===== config.mk =====
export PLATFORM = sky130hd
export DESIGN_NAME = fetch_top
export DESIGN_NICKNAME = d
export VERILOG_FILES = /design/src/source/fetch_pkg.sv /design/src/source/fetch_queue.sv /design/src/source/fetch_stage.sv /design/src/source/fetch_top.sv /design/src/source/ibus_wb_master.sv
export SDC_FILE = /design/constraint.sdc
export NUM_CORES = 1
export LEC_CHECK = 0
export ABC_AREA = 1
export BUFFER_PORTS_ARGS = -buffer_cell sky130_fd_sc_hd__buf_2
export CORE_UTILIZATION = 55
export CTS_BUF_LIST = sky130_fd_sc_hd__clkbuf_4 sky130_fd_sc_hd__clkbuf_8
export CTS_CLUSTER_DIAMETER = 30
export DETAILED_ROUTE_END_ITERATION = 6
export PLACE_DENSITY_LB_ADDON = 0.3
export SETUP_SLACK_MARGIN = 0.3
export SLEW_MARGIN = 40
export SYNTH_ARGS = -nofsm -noshare
export SYNTH_HDL_FRONTEND = slang
export SYNTH_SLANG_ARGS = --single-unit

===== constraint.sdc =====
create_clock -name clk_i -period 4.8 [get_ports clk_i]
set_input_delay 0.72 -clock clk_i [delete_from_list [all_inputs] [get_ports clk_i]]
set_output_delay 0.72 -clock clk_i [all_outputs]
set_load 0.01 [all_outputs]

===== src/source/fetch_pkg.sv =====
package fetch_pkg;

    // pc and bus address
    typedef logic [31:0] addr_t;

    // instruction word, also the bus read data
    typedef logic [31:0] inst_t;

    // exception cause code as seen by decode
    typedef logic [3:0] exc_cause_t;

    // fetch exception causes, riscv numbering
    localparam exc_cause_t EXC_INSTR_MISALIGNED   = 4'd0;
    localparam exc_cause_t EXC_INSTR_ACCESS_FAULT = 4'd1;
    localparam exc_cause_t EXC_INSTR_PAGE_FAULT   = 4'd12;

    // first pc after reset
    localparam addr_t RESET_PC = 32'h0000_024C;

    // everything at or above this is unmapped
    localparam addr_t MAPPED_LIMIT = 32'h8000_0000;

    // step between two sequential fetches
    localparam addr_t INST_BYTES = 32'h0000_0004;

    // instruction queue towards decode
    localparam int FETCH_QUEUE_DEPTH = 2;

    // byte lanes on a full word read
    localparam logic [3:0] WB_SEL_ALL = 4'b1111;

    // next pc source
    typedef enum logic [1:0] {
        NEXT_PC_SEL_PC,
        NEXT_PC_SEL_PC_4,
        NEXT_PC_SEL_JUMP
    } next_pc_sel_t;

    // instruction bus master states
    typedef enum logic [1:0] {
        IBUS_IDLE,
        IBUS_BUS,
        IBUS_RESPOND
    } ibus_state_t;

endpackage


===== src/source/fetch_queue.sv =====
`timescale 1ns/1ns

module fetch_queue (
    input  logic                   clk_i,
    input  logic                   rstn_i,
    input  logic                   flush_i,
    input  logic                   push_i,
    input  fetch_pkg::addr_t       push_pc_i,
    input  fetch_pkg::inst_t       push_inst_i,
    input  logic                   push_ex_valid_i,
    input  fetch_pkg::exc_cause_t  push_ex_cause_i,
    input  logic                   out_ready_i,
    output logic                   full_o,
    output logic                   out_valid_o,
    output fetch_pkg::addr_t       out_pc_o,
    output fetch_pkg::inst_t       out_inst_o,
    output logic                   out_ex_valid_o,
    output fetch_pkg::exc_cause_t  out_ex_cause_o
);
    // entry storage
    fetch_pkg::addr_t      pc_mem    [fetch_pkg::FETCH_QUEUE_DEPTH];
    fetch_pkg::inst_t      inst_mem  [fetch_pkg::FETCH_QUEUE_DEPTH];
    logic                  exv_mem   [fetch_pkg::FETCH_QUEUE_DEPTH];
    fetch_pkg::exc_cause_t cause_mem [fetch_pkg::FETCH_QUEUE_DEPTH];

    // one bit pointers wrap by themselves at depth two
    logic       wr_ptr_q;
    logic       rd_ptr_q;
    logic [1:0] count_q;
    logic       do_push;
    logic       do_pop;

    assign full_o      = count_q == 2'(fetch_pkg::FETCH_QUEUE_DEPTH);
    assign out_valid_o = count_q != 2'd0;

    assign do_push = push_i && !full_o;
    assign do_pop  = out_valid_o && out_ready_i;

    always_ff @(posedge clk_i, negedge rstn_i) begin
        if (!rstn_i) begin
            wr_ptr_q <= 1'b0;
            rd_ptr_q <= 1'b0;
            count_q  <= 2'd0;
        end else if (flush_i) begin
            // drop everything fetched on the old path
            wr_ptr_q <= 1'b0;
            rd_ptr_q <= 1'b0;
            count_q  <= 2'd0;
        end else begin
            if (do_push) begin
                wr_ptr_q <= ~wr_ptr_q;
            end
            if (do_pop) begin
                rd_ptr_q <= ~rd_ptr_q;
            end
            // push and pop together keep the count
            case ({do_push, do_pop})
                2'b10:   count_q <= count_q + 2'd1;
                2'b01:   count_q <= count_q - 2'd1;
                default: count_q <= count_q;
            endcase
        end
    end

    // write port
    always_ff @(posedge clk_i) begin
        if (do_push && !flush_i) begin
            pc_mem[wr_ptr_q]    <= push_pc_i;
            inst_mem[wr_ptr_q]  <= push_inst_i;
            exv_mem[wr_ptr_q]   <= push_ex_valid_i;
            cause_mem[wr_ptr_q] <= push_ex_cause_i;
        end
    end

    // head entry straight to decode
    assign out_pc_o       = pc_mem[rd_ptr_q];
    assign out_inst_o     = inst_mem[rd_ptr_q];
    assign out_ex_valid_o = exv_mem[rd_ptr_q];
    assign out_ex_cause_o = cause_mem[rd_ptr_q];

    // the stage must respect full, an ignored push loses an entry
    a_no_push_full: assert property (@(posedge clk_i) disable iff (!rstn_i)
        push_i |-> !full_o);

endmodule


===== src/source/fetch_stage.sv =====
`timescale 1ns/1ns

module fetch_stage (
    input  logic                   clk_i,
    input  logic                   rstn_i,
    input  logic                   redirect_valid_i,
    input  fetch_pkg::addr_t       redirect_pc_i,
    input  logic                   busy_i,
    input  logic                   resp_valid_i,
    input  fetch_pkg::inst_t       resp_data_i,
    input  logic                   resp_access_fault_i,
    input  logic                   resp_page_fault_i,
    input  logic                   queue_full_i,
    output logic                   req_valid_o,
    output fetch_pkg::addr_t       req_addr_o,
    output logic                   push_o,
    output fetch_pkg::addr_t       push_pc_o,
    output fetch_pkg::inst_t       push_inst_o,
    output logic                   push_ex_valid_o,
    output fetch_pkg::exc_cause_t  push_ex_cause_o
);
    fetch_pkg::addr_t        pc_q;
    fetch_pkg::addr_t        next_pc;
    fetch_pkg::next_pc_sel_t next_pc_sel;

    // one request in flight at most
    logic outstanding_q;
    // in flight request predates a redirect
    logic stale_q;
    // misaligned entry already handed to the queue
    logic ex_sent_q;

    logic pc_misaligned;
    logic ex_access_fault;
    logic ex_page_fault;
    logic resp_live;
    logic push_resp;
    logic push_misaligned;

    // only word aligned fetches, no compressed support
    assign pc_misaligned = |pc_q[1:0];

    // response that still belongs to the current pc
    assign resp_live = resp_valid_i && !stale_q;
    // redirect throws away whatever arrives this cycle
    assign push_resp = resp_live && !redirect_valid_i;
    // one exception entry, no bus cycle
    assign push_misaligned = pc_misaligned && !ex_sent_q && !queue_full_i && !redirect_valid_i;

    // redirect first, then advance on a response
    always_comb begin
        if (redirect_valid_i) begin
            next_pc_sel = fetch_pkg::NEXT_PC_SEL_JUMP;
        end else if (resp_live) begin
            next_pc_sel = fetch_pkg::NEXT_PC_SEL_PC_4;
        end else begin
            next_pc_sel = fetch_pkg::NEXT_PC_SEL_PC;
        end
    end

    always_comb begin
        case (next_pc_sel)
            fetch_pkg::NEXT_PC_SEL_PC_4: next_pc = pc_q + fetch_pkg::INST_BYTES;
            fetch_pkg::NEXT_PC_SEL_JUMP: next_pc = redirect_pc_i;
            default:                     next_pc = pc_q;
        endcase
    end

    always_ff @(posedge clk_i, negedge rstn_i) begin
        if (!rstn_i) begin
            pc_q          <= fetch_pkg::RESET_PC;
            outstanding_q <= 1'b0;
            stale_q       <= 1'b0;
            ex_sent_q     <= 1'b0;
        end else begin
            pc_q <= next_pc;
            // req and resp never overlap, resp needs outstanding set
            if (req_valid_o) begin
                outstanding_q <= 1'b1;
            end else if (resp_valid_i) begin
                outstanding_q <= 1'b0;
            end
            // resp in the redirect cycle is dropped directly
            if (resp_valid_i) begin
                stale_q <= 1'b0;
            end else if (redirect_valid_i && outstanding_q) begin
                stale_q <= 1'b1;
            end
            // held pc stays quiet until the next redirect
            if (redirect_valid_i) begin
                ex_sent_q <= 1'b0;
            end else if (push_misaligned) begin
                ex_sent_q <= 1'b1;
            end
        end
    end

    // issue only with room in the queue for the answer
    assign req_valid_o = !pc_misaligned && !busy_i && !queue_full_i && !outstanding_q
                         && !redirect_valid_i;
    assign req_addr_o  = pc_q;

    // faults reported by the bus master
    assign ex_access_fault = resp_live && resp_access_fault_i;
    assign ex_page_fault   = resp_live && resp_page_fault_i;

    // exception ordering
    always_comb begin
        if (pc_misaligned) begin
            push_ex_valid_o = 1'b1;
            push_ex_cause_o = fetch_pkg::EXC_INSTR_MISALIGNED;
        end else if (ex_access_fault) begin
            push_ex_valid_o = 1'b1;
            push_ex_cause_o = fetch_pkg::EXC_INSTR_ACCESS_FAULT;
        end else if (ex_page_fault) begin
            push_ex_valid_o = 1'b1;
            push_ex_cause_o = fetch_pkg::EXC_INSTR_PAGE_FAULT;
        end else begin
            push_ex_valid_o = 1'b0;
            push_ex_cause_o = fetch_pkg::EXC_INSTR_MISALIGNED;
        end
    end

    // pc only moves after the push, so it still names the entry
    assign push_o      = push_resp || push_misaligned;
    assign push_pc_o   = pc_q;
    assign push_inst_o = push_resp ? resp_data_i : '0;

    // a misaligned pc never has a live request, a new one or one in flight
    a_req_aligned: assert property (@(posedge clk_i) disable iff (!rstn_i)
        (req_valid_o || (outstanding_q && !stale_q)) |-> !pc_misaligned);

    // the slot was reserved when the request left
    a_push_room: assert property (@(posedge clk_i) disable iff (!rstn_i)
        push_o |-> !queue_full_i);

    // master only answers what was asked
    a_resp_expected: assert property (@(posedge clk_i) disable iff (!rstn_i)
        resp_valid_i |-> outstanding_q);

endmodule


===== src/source/fetch_top.sv =====
`timescale 1ns/1ns

module fetch_top (
    input  logic                   clk_i,
    input  logic                   rstn_i,
    input  logic                   redirect_valid_i,
    input  fetch_pkg::addr_t       redirect_pc_i,
    output logic                   cyc_o,
    output logic                   stb_o,
    output logic                   we_o,
    output logic [3:0]             sel_o,
    output fetch_pkg::addr_t       adr_o,
    input  fetch_pkg::inst_t       dat_i,
    input  logic                   ack_i,
    input  logic                   err_i,
    input  logic                   out_ready_i,
    output logic                   out_valid_o,
    output fetch_pkg::addr_t       out_pc_o,
    output fetch_pkg::inst_t       out_inst_o,
    output logic                   out_ex_valid_o,
    output fetch_pkg::exc_cause_t  out_ex_cause_o
);
    // stage to bus master
    logic                  req_valid;
    fetch_pkg::addr_t      req_addr;
    logic                  busy;
    logic                  resp_valid;
    fetch_pkg::inst_t      resp_data;
    logic                  resp_access_fault;
    logic                  resp_page_fault;

    // stage to queue
    logic                  push;
    fetch_pkg::addr_t      push_pc;
    fetch_pkg::inst_t      push_inst;
    logic                  push_ex_valid;
    fetch_pkg::exc_cause_t push_ex_cause;
    logic                  queue_full;

    fetch_stage u_fetch_stage (
        .clk_i               (clk_i),
        .rstn_i              (rstn_i),
        .redirect_valid_i    (redirect_valid_i),
        .redirect_pc_i       (redirect_pc_i),
        .busy_i              (busy),
        .resp_valid_i        (resp_valid),
        .resp_data_i         (resp_data),
        .resp_access_fault_i (resp_access_fault),
        .resp_page_fault_i   (resp_page_fault),
        .queue_full_i        (queue_full),
        .req_valid_o         (req_valid),
        .req_addr_o          (req_addr),
        .push_o              (push),
        .push_pc_o           (push_pc),
        .push_inst_o         (push_inst),
        .push_ex_valid_o     (push_ex_valid),
        .push_ex_cause_o     (push_ex_cause)
    );

    ibus_wb_master u_ibus_wb_master (
        .clk_i               (clk_i),
        .rstn_i              (rstn_i),
        .req_valid_i         (req_valid),
        .req_addr_i          (req_addr),
        .ack_i               (ack_i),
        .err_i               (err_i),
        .dat_i               (dat_i),
        .busy_o              (busy),
        .resp_valid_o        (resp_valid),
        .resp_data_o         (resp_data),
        .resp_access_fault_o (resp_access_fault),
        .resp_page_fault_o   (resp_page_fault),
        .cyc_o               (cyc_o),
        .stb_o               (stb_o),
        .we_o                (we_o),
        .sel_o               (sel_o),
        .adr_o               (adr_o)
    );

    // a redirect also empties the queue
    fetch_queue u_fetch_queue (
        .clk_i           (clk_i),
        .rstn_i          (rstn_i),
        .flush_i         (redirect_valid_i),
        .push_i          (push),
        .push_pc_i       (push_pc),
        .push_inst_i     (push_inst),
        .push_ex_valid_i (push_ex_valid),
        .push_ex_cause_i (push_ex_cause),
        .out_ready_i     (out_ready_i),
        .full_o          (queue_full),
        .out_valid_o     (out_valid_o),
        .out_pc_o        (out_pc_o),
        .out_inst_o      (out_inst_o),
        .out_ex_valid_o  (out_ex_valid_o),
        .out_ex_cause_o  (out_ex_cause_o)
    );

endmodule


===== src/source/ibus_wb_master.sv =====
`timescale 1ns/1ns

module ibus_wb_master (
    input  logic              clk_i,
    input  logic              rstn_i,
    input  logic              req_valid_i,
    input  fetch_pkg::addr_t  req_addr_i,
    input  logic              ack_i,
    input  logic              err_i,
    input  fetch_pkg::inst_t  dat_i,
    output logic              busy_o,
    output logic              resp_valid_o,
    output fetch_pkg::inst_t  resp_data_o,
    output logic              resp_access_fault_o,
    output logic              resp_page_fault_o,
    output logic              cyc_o,
    output logic              stb_o,
    output logic              we_o,
    output logic [3:0]        sel_o,
    output fetch_pkg::addr_t  adr_o
);
    fetch_pkg::ibus_state_t state_q;

    logic             cyc_q;
    logic             stb_q;
    logic             access_fault_q;
    logic             page_fault_q;
    fetch_pkg::addr_t addr_q;
    fetch_pkg::inst_t data_q;
    logic             unmapped;
    logic             bus_done;

    // no translation, just a single mapped window
    assign unmapped = req_addr_i >= fetch_pkg::MAPPED_LIMIT;
    // slave ends the cycle either way
    assign bus_done = ack_i || err_i;

    always_ff @(posedge clk_i, negedge rstn_i) begin
        if (!rstn_i) begin
            state_q        <= fetch_pkg::IBUS_IDLE;
            cyc_q          <= 1'b0;
            stb_q          <= 1'b0;
            access_fault_q <= 1'b0;
            page_fault_q   <= 1'b0;
        end else begin
            case (state_q)
                fetch_pkg::IBUS_IDLE: begin
                    if (req_valid_i) begin
                        access_fault_q <= 1'b0;
                        page_fault_q   <= unmapped;
                        if (unmapped) begin
                            // answer straight away, bus stays quiet
                            state_q <= fetch_pkg::IBUS_RESPOND;
                        end else begin
                            state_q <= fetch_pkg::IBUS_BUS;
                            cyc_q   <= 1'b1;
                            stb_q   <= 1'b1;
                        end
                    end
                end
                fetch_pkg::IBUS_BUS: begin
                    // classic cycle, strobes held until ack or err
                    if (bus_done) begin
                        state_q        <= fetch_pkg::IBUS_RESPOND;
                        cyc_q          <= 1'b0;
                        stb_q          <= 1'b0;
                        access_fault_q <= err_i;
                    end
                end
                default: begin
                    // single cycle response pulse
                    state_q <= fetch_pkg::IBUS_IDLE;
                end
            endcase
        end
    end

    // address and read data
    always_ff @(posedge clk_i) begin
        if (state_q == fetch_pkg::IBUS_IDLE && req_valid_i) begin
            addr_q <= req_addr_i;
            data_q <= '0;
        end else if (state_q == fetch_pkg::IBUS_BUS && ack_i) begin
            data_q <= dat_i;
        end
    end

    assign busy_o              = state_q != fetch_pkg::IBUS_IDLE;
    assign resp_valid_o        = state_q == fetch_pkg::IBUS_RESPOND;
    assign resp_data_o         = data_q;
    assign resp_access_fault_o = access_fault_q;
    assign resp_page_fault_o   = page_fault_q;

    // read only master, full words
    assign cyc_o = cyc_q;
    assign stb_o = stb_q;
    assign we_o  = 1'b0;
    assign sel_o = fetch_pkg::WB_SEL_ALL;
    assign adr_o = addr_q;

    // strobe only inside a cycle, and only while the fsm runs the bus
    a_stb_in_cyc: assert property (@(posedge clk_i) disable iff (!rstn_i)
        stb_o |-> (cyc_o && state_q == fetch_pkg::IBUS_BUS));

    // address must not move under a waiting strobe
    a_adr_stable: assert property (@(posedge clk_i) disable iff (!rstn_i)
        (stb_o && !bus_done) |=> (stb_o && $stable(adr_o)));

endmodule


======== After elaboration in Yosys (flattened, before gate mapping) ========
Memory sizes are Yosys's and may differ from the RTL's.
Index checks and enable logic that the tools add are counted.
W data, S select, Z words.
cells by class
  add/subtract/negate cells ............... 3
  magnitude comparators ................... 1
  equality and inequality tests ........... 10
  mux-type cells .......................... 35
  bitwise operators ....................... 2
  reduce and logical (&&, ||, !) cells .... 42
operators by type and width
  kind                     count
  $pmux W32 S2             1
  $add A32 B3 Y32 const B  1
  $ge A32 B32 Y1 const B   1
  $mux W32                 1
  $mux W1                  21
  $reduce_bool A2 Y1       9
  $logic_and A1 B1 Y1      17
  $mux W4                  3
  $mux W2                  5
  $eq A2 B2 Y1 const B     4
  $pmux W2 S2              2
  $logic_not A1 Y1         7
  $eq A2 B1 Y1 const B     3
  $ne A2 B1 Y1 const B     2
  $pmux W1 S2              2
  $reduce_and A2 Y1        2
  $reduce_and A4 Y1        1
  $reduce_and A3 Y1        1
  $reduce_bool A3 Y1       1
  $add A2 B1 Y2 const B    1
  $logic_not A2 Y1         1
  $logic_or A1 B1 Y1       2
  $ne A2 B2 Y1 const B     1
  $not A1 Y1               2
  other kinds (2)          2
word-level totals
  register bits after elaboration ......... 108
  RAM bits ................................ 138
  input port bits ......................... 70
  output and inout bits ................... 109
  logic and storage cells ................. 110
  memories ................................ 4
memories
  memory                   depth  bits a word  rd ports  clocked after Yosys merged registers in  wr ports  RTL line           RTL
  u_fetch_queue.inst_mem   2      32           1         0                                        1         fetch_queue.sv:22  fetch_pkg::inst_t inst_mem [fetch_pkg::FETCH_QUEUE_DEPTH];
  u_fetch_queue.pc_mem     2      32           1         0                                        1         fetch_queue.sv:21  fetch_pkg::addr_t pc_mem [fetch_pkg::FETCH_QUEUE_DEPTH];
  u_fetch_queue.cause_mem  2      4            1         0                                        1         fetch_queue.sv:24  fetch_pkg::exc_cause_t cause_mem [fetch_pkg::FETCH_QUEUE_DEPTH];
  u_fetch_queue.exv_mem    2      1            1         0                                        1         fetch_queue.sv:23  logic exv_mem [fetch_pkg::FETCH_QUEUE_DEPTH];

======== Longest topological paths before layout ========
  word-level depth ........................ 9
  gate-level depth with buffers ........... 10
  gate-level depth less buffers ........... 10

======== By module ========
A second synthesis with hierarchy kept.
unflattened totals
  cell total of the unflattened synthesis .. 1,090
  area, all modules ....................... 10,552.6 µm²
by module, submodules not included
  module          times used  cells an instance  area an instance (µm²)
  fetch_queue     1           398                5,243.8
  fetch_stage     1           480                2,944.1
  ibus_wb_master  1           212                2,364.8

======== Worst setup path before layout ========
Ideal clock, no wire load.
  kind .................................... input to register
  from .................................... input port redirect_valid_i
  to ...................................... memory u_fetch_queue.cause_mem[0][0] (netlist name) (enable)
  library setup time ...................... 0.492 ns
  arrival time ............................ 4.083 ns
  data required time ...................... 4.308 ns
  path slack .............................. 0.224 ns
  stages on the path ...................... 6
  path through ............................ buf_6 -> nor2_1 -> nand3_1 -> nand2_1 -> nand2_1 -> nor2_1
on the way
  cells in the longest elaborated chain, start to end .. 7
RTL lines
  item                                    RTL line                                                 RTL
  start: declaration                      fetch_top.sv:6                                           input logic redirect_valid_i,
  $logic_not A1 Y1 *                      fetch_queue.sv:67, fetch_stage.sv:46, fetch_stage.sv:48
  $logic_and A1 B1 Y1 (on tied branches)  fetch_stage.sv:46, fetch_stage.sv:48
  $logic_or A1 B1 Y1                      fetch_stage.sv:125                                       assign push_o = push_resp || push_misaligned;
  $logic_and A1 B1 Y1                     fetch_queue.sv:36                                        assign do_push = push_i && !full_o;
  $logic_and A1 B1 Y1 *                   fetch_queue.sv:67                                        if (do_push && !flush_i) begin
  $mux W1 *                               fetch_queue.sv:67
  $mux W1 (implied by the code) *         fetch_queue.sv:71                                        cause_mem[wr_ptr_q] <= push_ex_cause_i;
  end: declaration                        fetch_queue.sv:24
Every way passes the cells marked *; elsewhere a longest branch is shown, timed or not.

======== Final worst setup path ========
  from .................................... input port redirect_valid_i
  to ...................................... memory u_fetch_queue.inst_mem[0][4] (netlist name) (enable)
on the way
  cells in the longest elaborated chain, start to end .. 7
RTL lines
  item                                    RTL line                                                 RTL
  $logic_not A1 Y1 *                      fetch_queue.sv:67, fetch_stage.sv:46, fetch_stage.sv:48
  $logic_and A1 B1 Y1 (on tied branches)  fetch_stage.sv:46, fetch_stage.sv:48
  $logic_or A1 B1 Y1                      fetch_stage.sv:125
  $logic_and A1 B1 Y1                     fetch_queue.sv:36
  $logic_and A1 B1 Y1 *                   fetch_queue.sv:67
  $mux W1 *                               fetch_queue.sv:67
  $mux W1 (implied by the code) *         fetch_queue.sv:69                                        inst_mem[wr_ptr_q] <= push_inst_i;
  end: declaration                        fetch_queue.sv:22
Marked as above.

==> run_results.csv <==
group,metric,value,unit
status,violations_in_the_final_reports,"design-rule violations",
placement,detailed_place_hpwl,15000,microns
logic_synthesis,synth_edf_count,166,
floorplanning,die_height,139,microns
drt,drt-total-wl,23600,microns
worst_setup_path,timing.critical_path.arrival,2900,ps
power_and_ir_drop,power_density,518,mW/mm^2
clock_network,max-clock-path-buffers,3,
timing,timing.final.crit_period,2690,ps
global_routing,grt_pass1_vias,7424,
worst_setup_path,critical_path.max_fanout,46,
timing,worst-slew-pin-transition,756,ps
timing,min_period_over_period,56.0,%
global_routing,grt_start_max_net_pins,70,
worst_hold_path,worst_hold_path_type,"primary input to asynchronous set/reset pin",
cells_and_area,antennaDiodeCount,0,
power_and_ir_drop,total_power,6.38,mW
drt,antenna_violating_nets_post_route,0,
clock_network,number_of_buffers_created_by_cts,46,
clock_network,ctsHtreeMaxLevel,2,
drt,post-route-drc-count,15,
cells_and_area,most-common-layout-cells,"nand2_1 (360), buf_2 (171), edfxtp_1 (166), nor2_1 (103), inv_1 (102)",
logic_synthesis,syn-cell-area,0.0103,sq mm
power_and_ir_drop,p_leak,5.52,nW
timing,setup_viol,0,
timing,rsz_0062_raised_after_global_routing,"false",
timing,hold_slack,189,ps
logic_synthesis,synth_sequential_area_ratio,65.3,%
cells_and_area,ff_latch_area,0.00673,sq mm
cells_and_area,layout-drive-gt1-share,23.3,%
power_and_ir_drop,vdd.ir_drop.worst,0.293,mV
floorplanning,initial_cell_density_of_the_core,56.8,%
logic_synthesis,dominantRegCellSynth,"edfxtp_1",
clock_network,cts_tree,"yes",
logic_synthesis,async_reset_ff_share,18.2,%
drt,detail_route.wl_per_cell,15.6,microns
floorplanning,core_area,0.0181,sq mm
drt,drt_pass1_iterations,7,
logic_synthesis,syn_inst,1061,
cells_and_area,layoutNonFillerInstCount,1512,
clock_network,clock_insertion_delay_worst_skew,550,ps
clock_network,cts_root_buffer,"clkbuf_8",
timing,report.final.slew_viol_count,0,
cells_and_area,combined_area_of_the_multi_input_logic_cells,0.00294,sq mm
placement,numPortBuffers,172,
cells_and_area,n_fill_cell,1380,
worst_setup_path,timing.critical_path.to_type,"flip-flop",
timing,fin_tns_setup,0,ps
logic_synthesis,avgSynthCellArea,9.71,sq um
logic_synthesis,post_synth_num_cell_types,39,
timing,worst_slack,2110,ps
clock_network,cts_hold_repair.buffers,0,
logic_synthesis,ys_ff_latch,242,
logic_synthesis,yosys_warnings,0,
clock_network,postCtsSetupBuffers,0,
cells_and_area,leading_cell_type_in_the_layout_fill_and_taps_excluded,"nand2_1",
job,timing.max_cap.violations,0,
clock_network,clock_sink_count,242,
worst_setup_path,crit_type,"primary input to flip-flop",
global_routing,total_gr_overflow,0,
floorplanning,placementRows,49,
drt,via_per_inst,5.13,
timing,fmax,0.372,GHz
placement,detailedPlace.worstSlack,1550,ps
status,status,"complete, but fails checks",
placement,placed_cells,1426,
drt,vias,7764,
global_routing,grt_pass1_wl,37200,microns
cells_and_area,nets,1317,
floorplanning,die_outline_area,0.0193,sq mm
floorplanning,pin_count,179,
floorplanning,chipWidth,139,microns
timing,finalClockSkew,25.7,ps
placement,finalWeightedCongestion,0.866,
worst_setup_path,worst_setup_path_start_kind,"primary input",
clock_network,cts.repair.resized,0,
clock_network,clk_pin_slew,60,ps
timing,finalHoldViolations,0,
global_routing,initial_antenna_violation_count,0,
drt,iteration_0_drc_count_of_the_detailed_router,762,
cells_and_area,area.growth.synth_to_final,19.7,%
global_routing,globalRouteTotalUtil,24.6,%
worst_setup_path,crit_required,5020,ps
timing,max_slew_margin,49.5,%
-- stage by stage --
step / util, % / instance area (sq um)
after floorplan: - / 10300
after global placement: 62.4 / 11300
after detailed placement: 62.4 / 11300
after CTS: 68.0 / 12300
after global routing: 68.0 / 12300
final: 68.0 / 12300
-- layer usage --
layer	part of all wire [%]	global-route usage, %	up-vias	wire length, microns
li1	-	-	3800	-
met1	42	33.0	3631	9840
met2	48	40.8	309	11400
met3	8.7	5.49	24	2050
met4	1.2	6.73	0	274
met5	0	0	-	0
-- registers in the layout (all words and copies together), names as in the netlist --
register and flops:
u_fetch_queue.rd_ptr_q 1, u_fetch_queue.exv_mem 2, u_fetch_queue.cause_mem 4, u_ibus_wb_master.cyc_o 1
u_fetch_stage.outstanding_q 1, u_ibus_wb_master.resp_page_fault_o 1, u_fetch_stage.ex_sent_q 1, u_fetch_queue.pc_mem 64
u_fetch_queue.count_q 2, u_ibus_wb_master.resp_data_o 32, u_ibus_wb_master.state_q 2, u_fetch_stage.push_pc_o 32
u_fetch_queue.inst_mem 64, u_fetch_stage.stale_q 1, u_ibus_wb_master.resp_access_fault_o 1, u_ibus_wb_master.adr_o 32
u_fetch_queue.wr_ptr_q 1
-- final cells by class --
cell class	count	share of cell area (%)
Clock inverter	30	2.29
Sequential cell	242	54.6
Multi-Input combinational cell	667	23.9
Tap cell	229	2.32
Inverter	111	3.44
Timing Repair Buffer	177	7.61
Clock buffer	56	5.89
-- synthesized netlist by cell type, types with 4 or more instances --
master	n	area share [%]
nand2_1	360	13
dfxtp_1	32	6.2
buf_4	8	0.58
inv_1	102	3.7
buf_2	10	0.49
o21ai_0	40	1.9
nor2_1	105	3.8
dfrtp_1	40	9.7
buf_1	4	0.15
edfxtp_1	166	48
buf_6	4	0.44
nand4_1	9	0.55
nand2_2	8	0.49
clkbuf_1	19	0.69
o211ai_1	5	0.36
inv_2	7	0.25
nor2_4	7	0.76
o21ai_1	9	0.44
a21oi_1	37	1.8
dfstp_2	4	1.0
nand3_1	56	2.7
-- critical path, stage by stage --
cell	delay [ps]
buf_2	310
inv_4	490
nand2_2	100
nand2_1	110
nand2_1	190
nor2_4	600
buf_12	360
-- cell families (layout without fill, tap and decap cells) --
| kind of cell | Yosys count | in the layout | synth area share [%] |
|---|---|---|---|
| AOI/OAI and AO/OA | 95 | 95 | 4.82 |
| adders and majority gates | 2 | 2 | 0.243 |
| buffers and inverters | 156 | 374 | 6.41 |
| DFF | 242 | 242 | 65.3 |
| other | 2 | 6 | 0.0729 |
| and+or+nand+nor | 561 | 561 | 22.9 |
| xor gates and xnor gates | 3 | 3 | 0.255 |
-- where the power goes --
| group | internal [mW] | switching (mW) | total [mW] |
|---|---|---|---|
| sequential | 2.68 | 0.187 | 2.86 |
| clock | 1.24 | 0.895 | 2.14 |
| combinational | 0.454 | 0.932 | 1.39 |
-- worst paths after layout --
check / from / to / slack, ps / cells after the start
hold reg to reg: u_fetch_stage.ex_sent_q / u_fetch_stage.ex_sent_q / 480 / 2
max in group asynchronous: rstn_i / u_fetch_queue.rd_ptr_q / 4150 / 1
setup / recovery: redirect_valid_i / u_fetch_queue.inst_mem[0][4] / 2110 / 7
min in group clk_i: dat_i[28] / u_ibus_wb_master.resp_data_o[28] / 370 / 3
setup reg to reg: u_ibus_wb_master.state_q[0] / u_fetch_queue.inst_mem[0][4] / 2290 / 8
hold / removal: rstn_i / u_ibus_wb_master.cyc_o / 190 / 1
(Power assumes the default switching activity.)
